===== src/rtl/ldpc_dec_pkg.sv =====
// default widths, check-node unit state enum, saturate and magnitude helpers
package ldpc_dec_pkg;

  parameter int LLR_W  = 4;  // channel llr width
  parameter int NODE_W = 5;  // signed vnode / cnode message width

  // check-node unit state
  typedef enum logic {
    ST_IDLE,
    ST_BUSY
  } unit_state_t;

  // ----------------------------------------------------------
  // clamp to +/-(2^(w-1)-1), the negative extreme never shows up
  function automatic int sat_node(input int v, input int w);
    int lim;
    lim = (1 << (w - 1)) - 1;
    if (v > lim) return lim;
    if (v < -lim) return -lim;
    return v;
  endfunction

  // abs of a message, safe since sat_node keeps it symmetric
  function automatic int mag_of(input int v);
    return (v < 0) ? -v : v;
  endfunction

endpackage


===== src/rtl/cnode_msg_buffer.sv =====
// check-message memory, one COLS-wide vector per row, registered read port
module cnode_msg_buffer #(
  parameter int  COLS   = 6,
  parameter int  ROWS   = 8,
  parameter int  NODE_W = ldpc_dec_pkg::NODE_W,
  localparam int ROW_W  = (ROWS > 1) ? $clog2(ROWS) : 1
) (
  input  logic                     iclk,
  input  logic                     wr_en,
  input  logic [ROW_W-1:0]         wr_row,
  input  logic signed [NODE_W-1:0] wr_msg [COLS],
  input  logic [ROW_W-1:0]         rd_row,
  output logic signed [NODE_W-1:0] rd_msg [COLS]
);

  logic signed [NODE_W-1:0] mem [ROWS][COLS];  // stale on first pass, feeder ignores it

  // ----------------------------------------------------------
  // write-back from the unit output, read for the feeder
  always_ff @(posedge iclk) begin
    for (int j = 0; j < COLS; j++) begin
      if (wr_en) begin
        mem[wr_row][j] <= wr_msg[j];
      end
      rd_msg[j] <= mem[rd_row][j];  // 1 cycle read latency
    end
  end

endmodule


===== config.mk =====
export PLATFORM = sky130hd
export DESIGN_NAME = cnode_msg_buffer
export DESIGN_NICKNAME = d
export VERILOG_FILES = /design/src/rtl/ldpc_dec_pkg.sv /design/src/rtl/cnode_msg_buffer.sv
export SDC_FILE = /design/constraint.sdc
export NUM_CORES = 1
export LEC_CHECK = 0
export ABC_AREA = 0
export BUFFER_PORTS_ARGS = -buffer_cell sky130_fd_sc_hd__clkbuf_2
export CAP_MARGIN = 20
export CORE_AREA = 3 3 214 111
export DETAILED_ROUTE_END_ITERATION = 16
export DIE_AREA = 0 0 217 114
export HOLD_SLACK_MARGIN = 0.08
export PLACE_DENSITY = 0.74
export SLEW_MARGIN = 20
export SYNTH_ARGS = -nofsm -noshare
export SYNTH_HDL_FRONTEND = slang
export SYNTH_SLANG_ARGS = --single-unit

===== constraint.sdc =====
create_clock -name iclk -period 3.35 [get_ports iclk]
set_input_delay 0.335 -clock iclk [delete_from_list [all_inputs] [get_ports iclk]]
set_output_delay 0.335 -clock iclk [all_outputs]
set_load 0.03 [all_outputs]

After elaboration in Yosys (flattened, before gate mapping)
Memories as Yosys holds them, arrays and structs flattened. A register that Yosys moved wholly into a read port is not among the register bits.
Index checks and enable logic that the tools add are counted.
{ "word_totals": {"register_bits": 0, "ram_bits": 240, "in_bits": 38, "output_inout_bits": 30, "memories": 1} }
{ "op_classes": {"n_mux": 2} }
{ "mem_list": {"columns": ["memory", "depth", "word_bits", "read_ports", "rd_ports_with_merged_regs", "wr", "line_no", "rtl"], "rows": [
  ["mem", 8, 30, 1, 1, 1, "cnode_msg_buffer.sv:16", "logic signed [NODE_W-1:0] mem [ROWS][COLS];"]
]} }
{ "op_table": {"columns": ["cell", "count"], "rows": [
  ["1-bit 2-to-1 mux", 2]
]} }

Logic depth before layout (Yosys ltp)
{ "depth": {"depth_word": 2, "depth_mapped": 4} }

Worst setup path before layout
OpenSTA, ideal clock, no wires.
{ "synth_path": {"path_type": "input to register", "from": "input port wr_row[2]", "to": "memory mem[0][0] in the netlist's numbering, enable pin", "arrival_ns": 2.587, "t_required_ns": 2.895, "path_slack_ns": 0.309, "stages": 2, "cell_sequence": "nand2b_1 > nor3_1"} }
{ "synth_rtl": {"columns": ["element", "line_no", "rtl"], "rows": [
  ["start: declaration", "cnode_msg_buffer.sv:10", "input logic [ROW_W-1:0] wr_row,"],
  ["end: declaration", "cnode_msg_buffer.sv:16", null]
]} }
No word-level cell before the write port.

==> results.txt <==
The path class of the tightest hold or removal check is in2reg. The initialized floorplan defines 38 standard-cell rows. The buffering stage count on the worst path with inverters included is 2. In this run, synthesis produced a sequential element count of 270.

The hold path depth came out at 1. After clock tree synthesis, the flow added hold-fix buffers numbering 1. Once detail routing completed, the nets flagged for antenna violations numbered 0. For this design the total switching power over the nets is 1.40 mW. The number of endpoints with negative hold slack in the final report is 0. Including well taps, the total number of placed cells is 754. The violation count after the first detailed-route iteration is 338.

The combinational share of power came out at 6.1%. Once detailed placement completed, the half-perimeter wirelength came to 9340 um. The count of clock tree sinks is 270. The cell with the biggest individual delay on the critical path is mux4_1. Once layout is complete, the cells apart from fillers number 798.

The number of global-route vias before repair came to 4,461. The aggregate negative setup slack came out at 0 ns. The repair_antennas step left the layout with diodes totalling 0. The tree is rooted in a clkbuf_16. The flow ran to the end, and the final reports show no timing, DRC or antenna violations. A synthesized cell averages 25.4 um2. The number of ports placed on the die boundary is 68. The worst setup path is launched from a primary input. The number of max-capacitance violations reported is 0. The number of setup buffers added after CTS came out at 0. The leakage power total is 3.93 nW. The TritonCTS buffer count is 24. The overflow left after global routing is 0. The number of nets in the synthesized netlist is 428. The final hold slack came out at 0.0973 ns.

The fraction of power consumed by the clock network is 37.7%. The layout cell share with drive strength beyond 1 came out at 29.9%. The CTS tree is done. Prior to clock tree synthesis, the placed netlist has a worst setup slack of 1.20 ns. The capture instance of the worst register-to-register path is rd_msg[13]. The post-CTS clock slew at the launch and capture registers of the worst setup and hold paths is 0.06 ns. The aggregate routed wire length is 17,300 um.

Setup repair after global routing left no endpoint under its margin. After technology mapping, the gate count stands at 390. The number of antenna violations at the first check in global routing is 0.

The total track usage came out at 14.2%. The path with the worst hold slack has its endpoint at mem[1][17]. The number of gates given a new drive strength after cts came out at 0. On the worst path, the slowest cell contributes a delay of 0.60 ns. Synthesis instantiated 10 different standard cells from the library. The placed instances occupy a cell area of 10,700 um2. The maximum number of pins on one net before global-route repair is 36.

Derived from the worst setup path, the maximum achievable clock frequency is 623 MHz. The critical-path maximum fanout came out at 35. The height of the die is 114 um. The switching share of power came out at 20.5%. The sequential cell fraction of total power came out at 56.2%.

The final layout contains 519 nets. The maximum buffer depth of the clock tree is 3. The Yosys warning count came out at 0.

The startpoint-to-endpoint class of the critical path is in2reg. The kind of cell with the highest combined delay on the critical path is multiplexers. The total area inside the core boundary comes to 21,800 um2.

The first detailed-routing pass ran for 4 iterations. The relative area change from synthesis to final layout is 15.4%. The average wire per cell in the routed design is 21.7 um. The setup check on the worst reg-to-reg path leaves a slack of 2.00 ns. Power spread over the standard cell area amounts to 598 nW/um2. The library cell used most frequently in the layout, excluding fill and tap cells, is edfxtp_1. The via count is 4,184. The finished cells cover 11,400 um2. The worst setup path is captured at a flop.

The sequential area share after synthesis is 78.9%. The worst voltage drop across the vdd grid is 0.300 mV. Once the floorplan was initialized, standard cells occupied 45.4% of the core. For the final database, setup skew stands at 0.0136 ns. The slew at the pin with the worst max-slew slack is 1.07 ns. The internal power contribution is 5.43 mW. The startpoint of the most critical register-to-register path is mem[0][13]. The mapped netlist covers 9900 um2. For this run, design rule violations remaining after detail routing come to 0. The die outline area came out at 24,700 um2.

The hold path startpoint is wr_msg[17]. Setup violations remaining at the end of the flow were counted as 0. At the later pin of the worst-skew pair, clock insertion delay measures 0.51 ns. The final number of max-transition violations came out at 0. The final worst-path cycle share came out at 47.9%. Headroom to the max-slew limit came out at 28.9%. The first global-routing pass estimated 26,600 um of wire. Data on the critical path is required at its endpoint by 3.74 ns. The average vias per placed instance came out at 5.24.

The library cells used most frequently in the layout, excluding fill and tap cells, are edfxtp_1 (240), clkbuf_2 (66), mux4_1 (60). The horizontal die dimension came out at 217 um. The critical path goes through buf_4 > buf_12 > mux4_1 > mux2_2. The congestion estimate from routability-driven global placement came to 0.653. The data arrival at the endpoint of the critical path came out at 2.00 ns. The time the worst path needs with I/O delays and setup is 1.61 ns. After layout, the worst setup slack is 1.74 ns.

The cell depth of the worst flop-to-flop path came out at 2. Buffers placed on the I/O ports in this run total 67. In this run the number of H-tree levels came out at 1.
## cell usage after synthesis, drive strengths merged
| master | count | share of area, % |
|---|---|---|
| clkbuf | 10 | 0.38 |
| nand2b | 3 | 0.19 |
| edfxtp | 240 | 73 |
| mux2 | 30 | 3.4 |
| buf | 7 | 0.80 |
| nand2 | 2 | 0.076 |
| dfxtp | 30 | 6.1 |
| nor2 | 6 | 0.23 |
| nor3 | 2 | 0.10 |
| mux4 | 60 | 16 |
## stage by stage
stage | utilization [%] | power [mW]
finish | 52.5 | 6.83
global route | 52.5 | 7.06
CTS | 52.5 | 6.90
detailed placement | 49.0 | 4.33
global placement | 49.0 | 4.31
floorplan | - | 4.17
## kinds of logic (layout without fill, tap and decap cells)
kind of cell	Yosys count	count (layout)	share of synthesized area (%)
AND/OR/NAND/NOR	13	13	0.594
buffers and inverters	17	125	1.18
flip-flops	270	270	78.9
multiplexers	90	90	19.3
## per-layer routing
metal | GRT usage, % | part of all wire [%] | vias up
li1 | - | - | 1876
met1 | 18.2 | 41 | 2179
met2 | 25.2 | 52 | 99
met3 | 2.93 | 5.5 | 30
met4 | 3.47 | 2.0 | 0
met5 | 0 | 0 | -
## flip-flops by register name, indices dropped and copies added, names as in the netlist
signal / flops
mem: 240
rd_msg: 30
## power groups by stage
| stage | Clock [mW] | Sequential, mW | Combinational (mW) |
|---|---|---|---|
| final | 2.58 | 3.84 | 0.414 |
| after global routing | 2.77 | 3.85 | 0.443 |
| after CTS | 2.64 | 3.84 | 0.422 |
| after detailed placement | 0 | 3.91 | 0.417 |
| after global placement | 0 | 3.90 | 0.406 |
| after floorplan | 0 | 3.98 | 0.187 |
## cell type report
cell class                      count  area [um2]
Fill cell                        1643       10400
Sequential cell                   270        7810
Multi-Input combinational cell    103        2030
Clock buffer                       33         666
Timing Repair Buffer               82         478
Tap cell                          300         375
Clock inverter                     10        70.1
## how the worst max path moves through the flow
stage	startpoint	end	cells past startpoint
floorplan	wr_row[2]	mem[0][0]	2
global placement	rd_row[0]	rd_msg[23]	4
detailed placement	rd_row[0]	rd_msg[23]	4
CTS	rd_row[0]	rd_msg[23]	4
global route	rd_row[0]	rd_msg[23]	4
finish	rd_row[0]	rd_msg[23]	4
No activity file was read; power rests on OpenSTA's default activity.
