$ cat config.mk
export PLATFORM = sky130hd
export DESIGN_NAME = vnode_feeder
export DESIGN_NICKNAME = d
export VERILOG_FILES = /design/src/rtl/ldpc_dec_pkg.sv /design/src/rtl/vnode_feeder.sv
export SDC_FILE = /design/constraint.sdc
export NUM_CORES = 1
export LEC_CHECK = 0
export ABC_CLOCK_PERIOD_IN_PS = 5800
export BUFFER_PORTS_ARGS = -buffer_cell sky130_fd_sc_hd__buf_2
export CORE_ASPECT_RATIO = 0.7
export CORE_MARGIN = 5
export CORE_UTILIZATION = 59
export CTS_CLUSTER_DIAMETER = 200
export DETAILED_ROUTE_END_ITERATION = 8
export PLACE_DENSITY_LB_ADDON = 0.05
export SLEW_MARGIN = 10
export SYNTH_ARGS = -nofsm -noshare
export SYNTH_HDL_FRONTEND = slang
export SYNTH_SLANG_ARGS = --single-unit
$ cat constraint.sdc
create_clock -name iclk -period 5.8 [get_ports iclk]
set_clock_uncertainty 0.1 [all_clocks]
set_input_delay 1.74 -clock iclk [delete_from_list [all_inputs] [get_ports iclk]]
set_output_delay 1.74 -clock iclk [all_outputs]
set_load 0.05 [all_outputs]
$ cat src/rtl/ldpc_dec_pkg.sv
// default widths, check-node unit state enum, saturate and magnitude helpers
package ldpc_dec_pkg;

  parameter int LLR_W  = 4;  // channel llr width
  parameter int NODE_W = 5;  // signed vnode / cnode message width

  // check-node unit state
  typedef enum logic {
    ST_IDLE,
    ST_BUSY
  } unit_state_t;

  // ----------------------------------------------------------
  // clamp to +/-(2^(w-1)-1), the negative extreme never shows up
  function automatic int sat_node(input int v, input int w);
    int lim;
    lim = (1 << (w - 1)) - 1;
    if (v > lim) return lim;
    if (v < -lim) return -lim;
    return v;
  endfunction

  // abs of a message, safe since sat_node keeps it symmetric
  function automatic int mag_of(input int v);
    return (v < 0) ? -v : v;
  endfunction

endpackage

$ cat src/rtl/vnode_feeder.sv
// vnode feeder: row tracking, stored message read, llr align and saturated subtract
module vnode_feeder import ldpc_dec_pkg::*; #(
  parameter int  COLS   = 6,
  parameter int  ROWS   = 8,
  parameter int  LLR_W  = ldpc_dec_pkg::LLR_W,
  parameter int  NODE_W = ldpc_dec_pkg::NODE_W,
  localparam int ROW_W  = (ROWS > 1) ? $clog2(ROWS) : 1
) (
  input  logic                     iclk,
  input  logic                     ireset,
  input  logic                     iclkena,
  input  logic                     ival,
  input  logic                     isof,
  input  logic                     ieof,
  input  logic                     ifirst,     // stored messages taken as zero
  input  logic                     imask  [COLS],
  input  logic signed [LLR_W-1:0]  illr   [COLS],
  output logic [ROW_W-1:0]         rd_row,
  input  logic signed [NODE_W-1:0] rd_msg [COLS],
  output logic                     fval,
  output logic                     fsof,
  output logic                     feof,
  output logic                     fmask  [COLS],
  output logic signed [NODE_W-1:0] fvnode [COLS]
);

  localparam int SHIFT = NODE_W - LLR_W;  // fixed point align

  logic [ROW_W-1:0]        row_cnt;  // next expected row
  logic [ROW_W-1:0]        row_q;    // row of the registered beat
  logic                    val_q;
  logic                    sof_q;
  logic                    eof_q;
  logic                    first_q;
  logic                    mask_q [COLS];
  logic signed [LLR_W-1:0] llr_q  [COLS];
  logic signed [NODE_W-1:0] vnode_c [COLS];

  // read address of the incoming beat, held on the old row while stalled
  assign rd_row = !iclkena ? row_q : (isof ? '0 : row_cnt);

  // ----------------------------------------------------------
  // cycle 1: register beat, step row, read issued via rd_row
  always_ff @(posedge iclk or posedge ireset) begin
    if (ireset) begin
      val_q   <= 1'b0;
      sof_q   <= 1'b0;
      eof_q   <= 1'b0;
      row_cnt <= '0;
      row_q   <= '0;
    end else if (iclkena) begin
      val_q <= ival;
      sof_q <= ival & isof;
      eof_q <= ival & ieof;
      row_q <= rd_row;
      if (ival) begin
        row_cnt <= ieof ? '0 : rd_row + 1'b1;  // wrap at block end
      end
    end
  end

  always_ff @(posedge iclk) begin
    if (iclkena) begin
      first_q <= ifirst;
      mask_q  <= imask;
      llr_q   <= illr;
    end
  end

  // cycle 2: llr << SHIFT minus stored cnode, saturated
  always_comb begin
    for (int j = 0; j < COLS; j++) begin
      if (mask_q[j]) begin
        vnode_c[j] = '0;  // column not in this row
      end else begin
        vnode_c[j] = NODE_W'(sat_node((int'(llr_q[j]) <<< SHIFT) -
                                      (first_q ? 0 : int'(rd_msg[j])), NODE_W));
      end
    end
  end

  always_ff @(posedge iclk or posedge ireset) begin
    if (ireset) begin
      fval <= 1'b0;
      fsof <= 1'b0;
      feof <= 1'b0;
    end else if (iclkena) begin
      fval <= val_q;
      fsof <= sof_q;
      feof <= eof_q;
    end
  end

  always_ff @(posedge iclk) begin
    if (iclkena) begin
      fmask  <= mask_q;
      fvnode <= vnode_c;
    end
  end

endmodule

# After elaboration in Yosys (flattened, before gate mapping)
# Index checks and enable logic that the tools add are counted.
[totals]
regBits = 79
input_bits = 67
out_inout_bits = 42
elab_cells = 118
[classes]
add_sub_neg = 7
n_lt_le_gt_ge = 12
n_mux = 63
n_bitwise = 2
n_reduce_logical = 1
[ops]
columns = ["cell", "n"]
rows = [
  ["32-bit by 5-bit > comparator with 1-bit output, second input constant", 6],
  ["32-bit by 5-bit < comparator with 1-bit output, second input constant", 6],
  ["32-bit 2-to-1 mux", 6],
  ["5-bit by 32-bit subtractor with 32-bit output", 6],
  ["5-bit 2-to-1 mux", 18],
  ["1-bit 2-to-1 mux", 30],
  ["4-bit 2-to-1 mux", 6],
  ["3-bit 2-to-1 mux", 3],
  ["3-bit by 1-bit adder with 3-bit output, second input constant", 1],
  ["1-bit bitwise AND", 2],
  ["2-bit AND reduction", 1],
]

# Longest topological paths before layout
[logic_depth]
depth_word = 9
depth_mapped = 17
ltp_nobuf = 15

# Worst setup path before layout
# Ideal clock, no wire load.
[synth_timing]
kind = "input to register"
startpoint = "input rd_msg[24] (netlist name)"
endpoint = "register fvnode[22] (netlist name) (data pin)"
setup_ns = 0.167
arrival_time_ns = 5.277
required_ns = 5.533
slack_ns = 0.256
stages = 12
path_cell_list = "nand2b_1 ha_1 buf_2 a21o_2 fa_1 inv_1 fa_1 or4b_1 a2111oi_2 o311a_2 o2111ai_1 a221oi_2"
[synth_between]
elab_chain_cells = 8
[synth_rtl]
columns = ["item", "line_no", "source"]
rows = [
  ["from (decl)", "vnode_feeder.sv:19", "input logic signed [NODE_W-1:0] rd_msg [COLS],"],
  ["32-bit 2-to-1 mux (*)", "vnode_feeder.sv:77", "(first_q ? 0 : int'(rd_msg[j])), NODE_W));"],
  ["5-bit by 32-bit subtractor with 32-bit output (*)", "vnode_feeder.sv:76", "vnode_c[j] = NODE_W'(sat_node((int'(llr_q[j]) <<< SHIFT) -"],
  ["32-bit by 5-bit < comparator with 1-bit output", "ldpc_dec_pkg.sv:19", "if (v < -lim) return -lim;"],
  ["1-bit 2-to-1 mux (2 in series)", "ldpc_dec_pkg.sv:19", ""],
  ["1-bit 2-to-1 mux", "vnode_feeder.sv:73", "if (mask_q[j]) begin"],
  ["5-bit 2-to-1 mux", "ldpc_dec_pkg.sv:20", "return v;"],
  ["5-bit 2-to-1 mux (*)", "ldpc_dec_pkg.sv:19", ""],
  ["to (signal assigned)", "vnode_feeder.sv:97", "fvnode <= vnode_c;"],
  ["to (decl)", "vnode_feeder.sv:24", "output logic signed [NODE_W-1:0] fvnode [COLS]"],
]
# Every way passes the cells marked *; elsewhere a longest branch is shown, timed or not. The select of a mux whose other input is x is not followed.
# A chain may end at the register's enable or synchronous reset.

# Final worst setup path
[layout_timing]
startpoint = "input rd_msg[0] (netlist name)"
endpoint = "register fvnode[1] (netlist name) (data pin)"
# The elaborated chain is that of the path after synthesis.

==> results.ini <==
[synthesis]
netlist_area_sq_um=7670
postSynthCellCount=671
ys_warn_count=0
syn_nets=875
ys_async_sr_fraction=0.152
synth_top_area_share=0.277
ys_types=67
synth_largest_area_cell=fa_1
synth.ff_latch_count=79
synth_edf_count=67
synthTopCellsByArea=fa_1 28%, edfxtp_1 26%, ha_1 5.1%
seq_area_frac_synth=0.302
syn_avg_cell_area_sq_um=11.4
synthFlopType=edfxtp_1

[worst_setup_path]
required_ns=5.78
path_class=in2reg
r2r_cells=14
crit_arrival_ns=5.38
crit_fanout=4
endpoint_kind=register
start_kind=primary input

[placed_design]
numPortBuffers=108
post-place-ws_ns=0.115
dp_hpwl_mm=12.4
placedCellCount=935
gp_congestion=0.894

[sta]
fmax_mhz=185
rsz0062_at_grt=no
finalHoldViolCount=0
drv_slew=0
max_slew.worst_pin.slew_ns=0.952
tns_ns=0
post-route-min-period_ns=5.40
period_share=0.931
setup_viol=0
fin_ws_ns=0.398
slew_headroom=0.365

[clock_tree]
cts_resized=0
cts_hold_buf=0
cts_sinks=79
clk_latency_ns=0.34
cts_setup_buffers=0
cts_tree=done
htree_levels=3
cts_buffers=9
clockRootBuffer=clkbuf_16
clkTransAtPathRegs_ns=0.06
clockBufferDepth=2

[global_route]
antenna_found_initial=1
grt_usage=0.215
first_global_vias=5688
grt.overflow.total=0
grt_max_degree=44
grt_pass1_wl_mm=27.6

[power_and_ir_drop]
p_int_uw=1460
power.density_nw_per_um2=260
clock_power_share=0.294
p_sw_frac=0.360
net-switching-power_uw=822
ir_drop_mv=0.146
p_comb_frac=0.390
leakage_uw=0.00367
seq_power_share=0.316

[routing]
wl_per_cell_um=16.6
wl_met2_mm=7.27
vias=5486
wirelength_mm=15.7
via_per_inst=5.77
ant_nets=0
first_pass_iters=5
wl_met3_mm=1.10
met1Wirelength_mm=7.20
drt_iter0_markers=257
dr.max_layer_used=met5
drc=0

[run_status]
status=finished, final reports clean

[die]
die_y_um=105
die_area_sq_um=15400
boundaryPins=109
core_sq_um=12600
start_util=0.609
fp.dieW_um=146
rows=34

[hold_path]
hold_path_class=reg2reg
hold_depth=2

[finish]
layout.area.seq_sq_um=2310
drive_gt1_frac=0.200
utilization=0.697
nFillCells=928
fin_nets=988
stdcell_count=951
diodes=0
area_growth_pct=14.5
multi_input_area_sq_um=5030

[run]
cap_violations=0

## per-stage QoR
stage | hold slack (ns) | power [uW] | cell area [sq um]
after CTS | 0.373 | 2290 | 8780
final | 0.370 | 2280 | 8780
after global routing | 0.401 | 2430 | 8780
after floorplan | 0.341 | 1390 | 7670
after global placement | 0.355 | 1580 | 8410
after detailed placement | 0.359 | 1610 | 8410
## power by group through the flow
| stage | Sequential, uW | Clock, uW | Combinational, uW |
|---|---|---|---|
| global route | 732 | 709 | 992 |
| CTS | 724 | 679 | 888 |
| finish | 722 | 671 | 891 |
| global placement | 733 | 0 | 847 |
| detailed placement | 735 | 0 | 875 |
| floorplan | 818 | 0 | 571 |
## worst max-delay path: stages
cell and delay (ns):
buf_2 0.07, nor2b_1 0.22, inv_1 0.13, fa_1 0.44
a21oi_1 0.16, nor2b_1 0.08, or2_2 0.32, fa_1 0.42
fa_1 0.48, or4bb_1 0.52, nor3_1 0.22, nand4_1 0.20
o31ai_1 0.27, a21oi_1 0.10
## sequential cells by signal (all words and copies together), names as in the netlist
| register | flops |
|---|---|
| val_q | 1 |
| fmask | 6 |
| mask_q | 6 |
| fsof | 1 |
| llr_q | 24 |
| row_q | 3 |
| eof_q | 1 |
| sof_q | 1 |
| first_q | 1 |
| fvnode | 30 |
| feof | 1 |
| fval | 1 |
| row_cnt | 3 |
## kinds of logic (layout without fill, tap and decap cells)
logic type | Yosys count | count (layout) | synth area share
and+or+nand+nor | 215 | 215 | 0.177
DFF | 79 | 79 | 0.302
adders and majority gates | 137 | 137 | 0.327
xor gates and xnor gates | 14 | 14 | 0.0160
buffers and inverters | 82 | 200 | 0.0418
muxes | 5 | 5 | 0.00734
AOI/OAI and AO/OA | 139 | 139 | 0.129
## layout by cell type, fill, tap and decap left out, types with 9 or more instances in the layout
master	count
buf_2	107
o21ai_0	15
fa_1	106
inv_1	68
xnor2_1	9
nand2b_1	34
ha_1	31
edfxtp_1	67
nor4bb_1	14
buf_4	9
nor3_1	9
a21o_1	27
clkbuf_16	13
dfrtp_1	12
a21oi_1	25
nand4_1	15
nor2b_1	26
nor2_1	22
nand2_1	31
nand3_1	12
## synth_stat cells, types with 3 or more instances
cell type and n:
nor4_1 6, or4b_2 5, nand2b_1 34, fa_1 106, o21ai_0 15, xnor2_1 9, o211ai_1 4, a21oi_1 25
and4b_1 3, nor3b_1 3, nand4_1 15, a21o_2 5, clkbuf_1 9, nor4b_1 7, nor3_1 9, mux2_2 5
nor2_1 22, ha_1 31, o2111ai_1 5, a31oi_1 6, or2_2 4, a211oi_1 4, edfxtp_1 67, nand3_1 12
a21o_1 27, o21ai_1 4, buf_2 4, o21bai_1 5, nor4bb_1 14, o31ai_1 6, o21a_1 4, dfrtp_1 12
nand2_1 31, nand4b_1 5, o22ai_1 6, or4bb_1 5, xor2_1 5, inv_1 68, nor2b_1 26
## layer usage
metal | track usage | vias up
li1 | - | 2586
met1 | 0.306 | 2706
met2 | 0.340 | 171
met3 | 0.0532 | 21
met4 | 0.0450 | 2
met5 | 0 | -
## path summary, 6_finish.rpt
path	start	to	slack (ns)
setup / recovery	rd_msg[0]	fvnode[1]	0.40
hold / removal	row_cnt[0]	row_cnt[0]	0.37
setup reg to reg	first_q	fvnode[22]	0.87
hold reg to reg	row_cnt[0]	row_cnt[0]	0.37
max in group asynchronous	ireset	row_cnt[2]	3.97
min in group asynchronous	ireset	row_cnt[0]	1.31
## layout make-up
cell class | instances | area share
clock buffer | 13 | 0.0370
clock inverter | 3 | 0.00541
inverter | 68 | 0.0291
multi-input combinational | 510 | 0.573
sequential | 79 | 0.263
tap | 162 | 0.0231
timing repair buffer | 116 | 0.0687
Power figures use the tool's default switching activity.
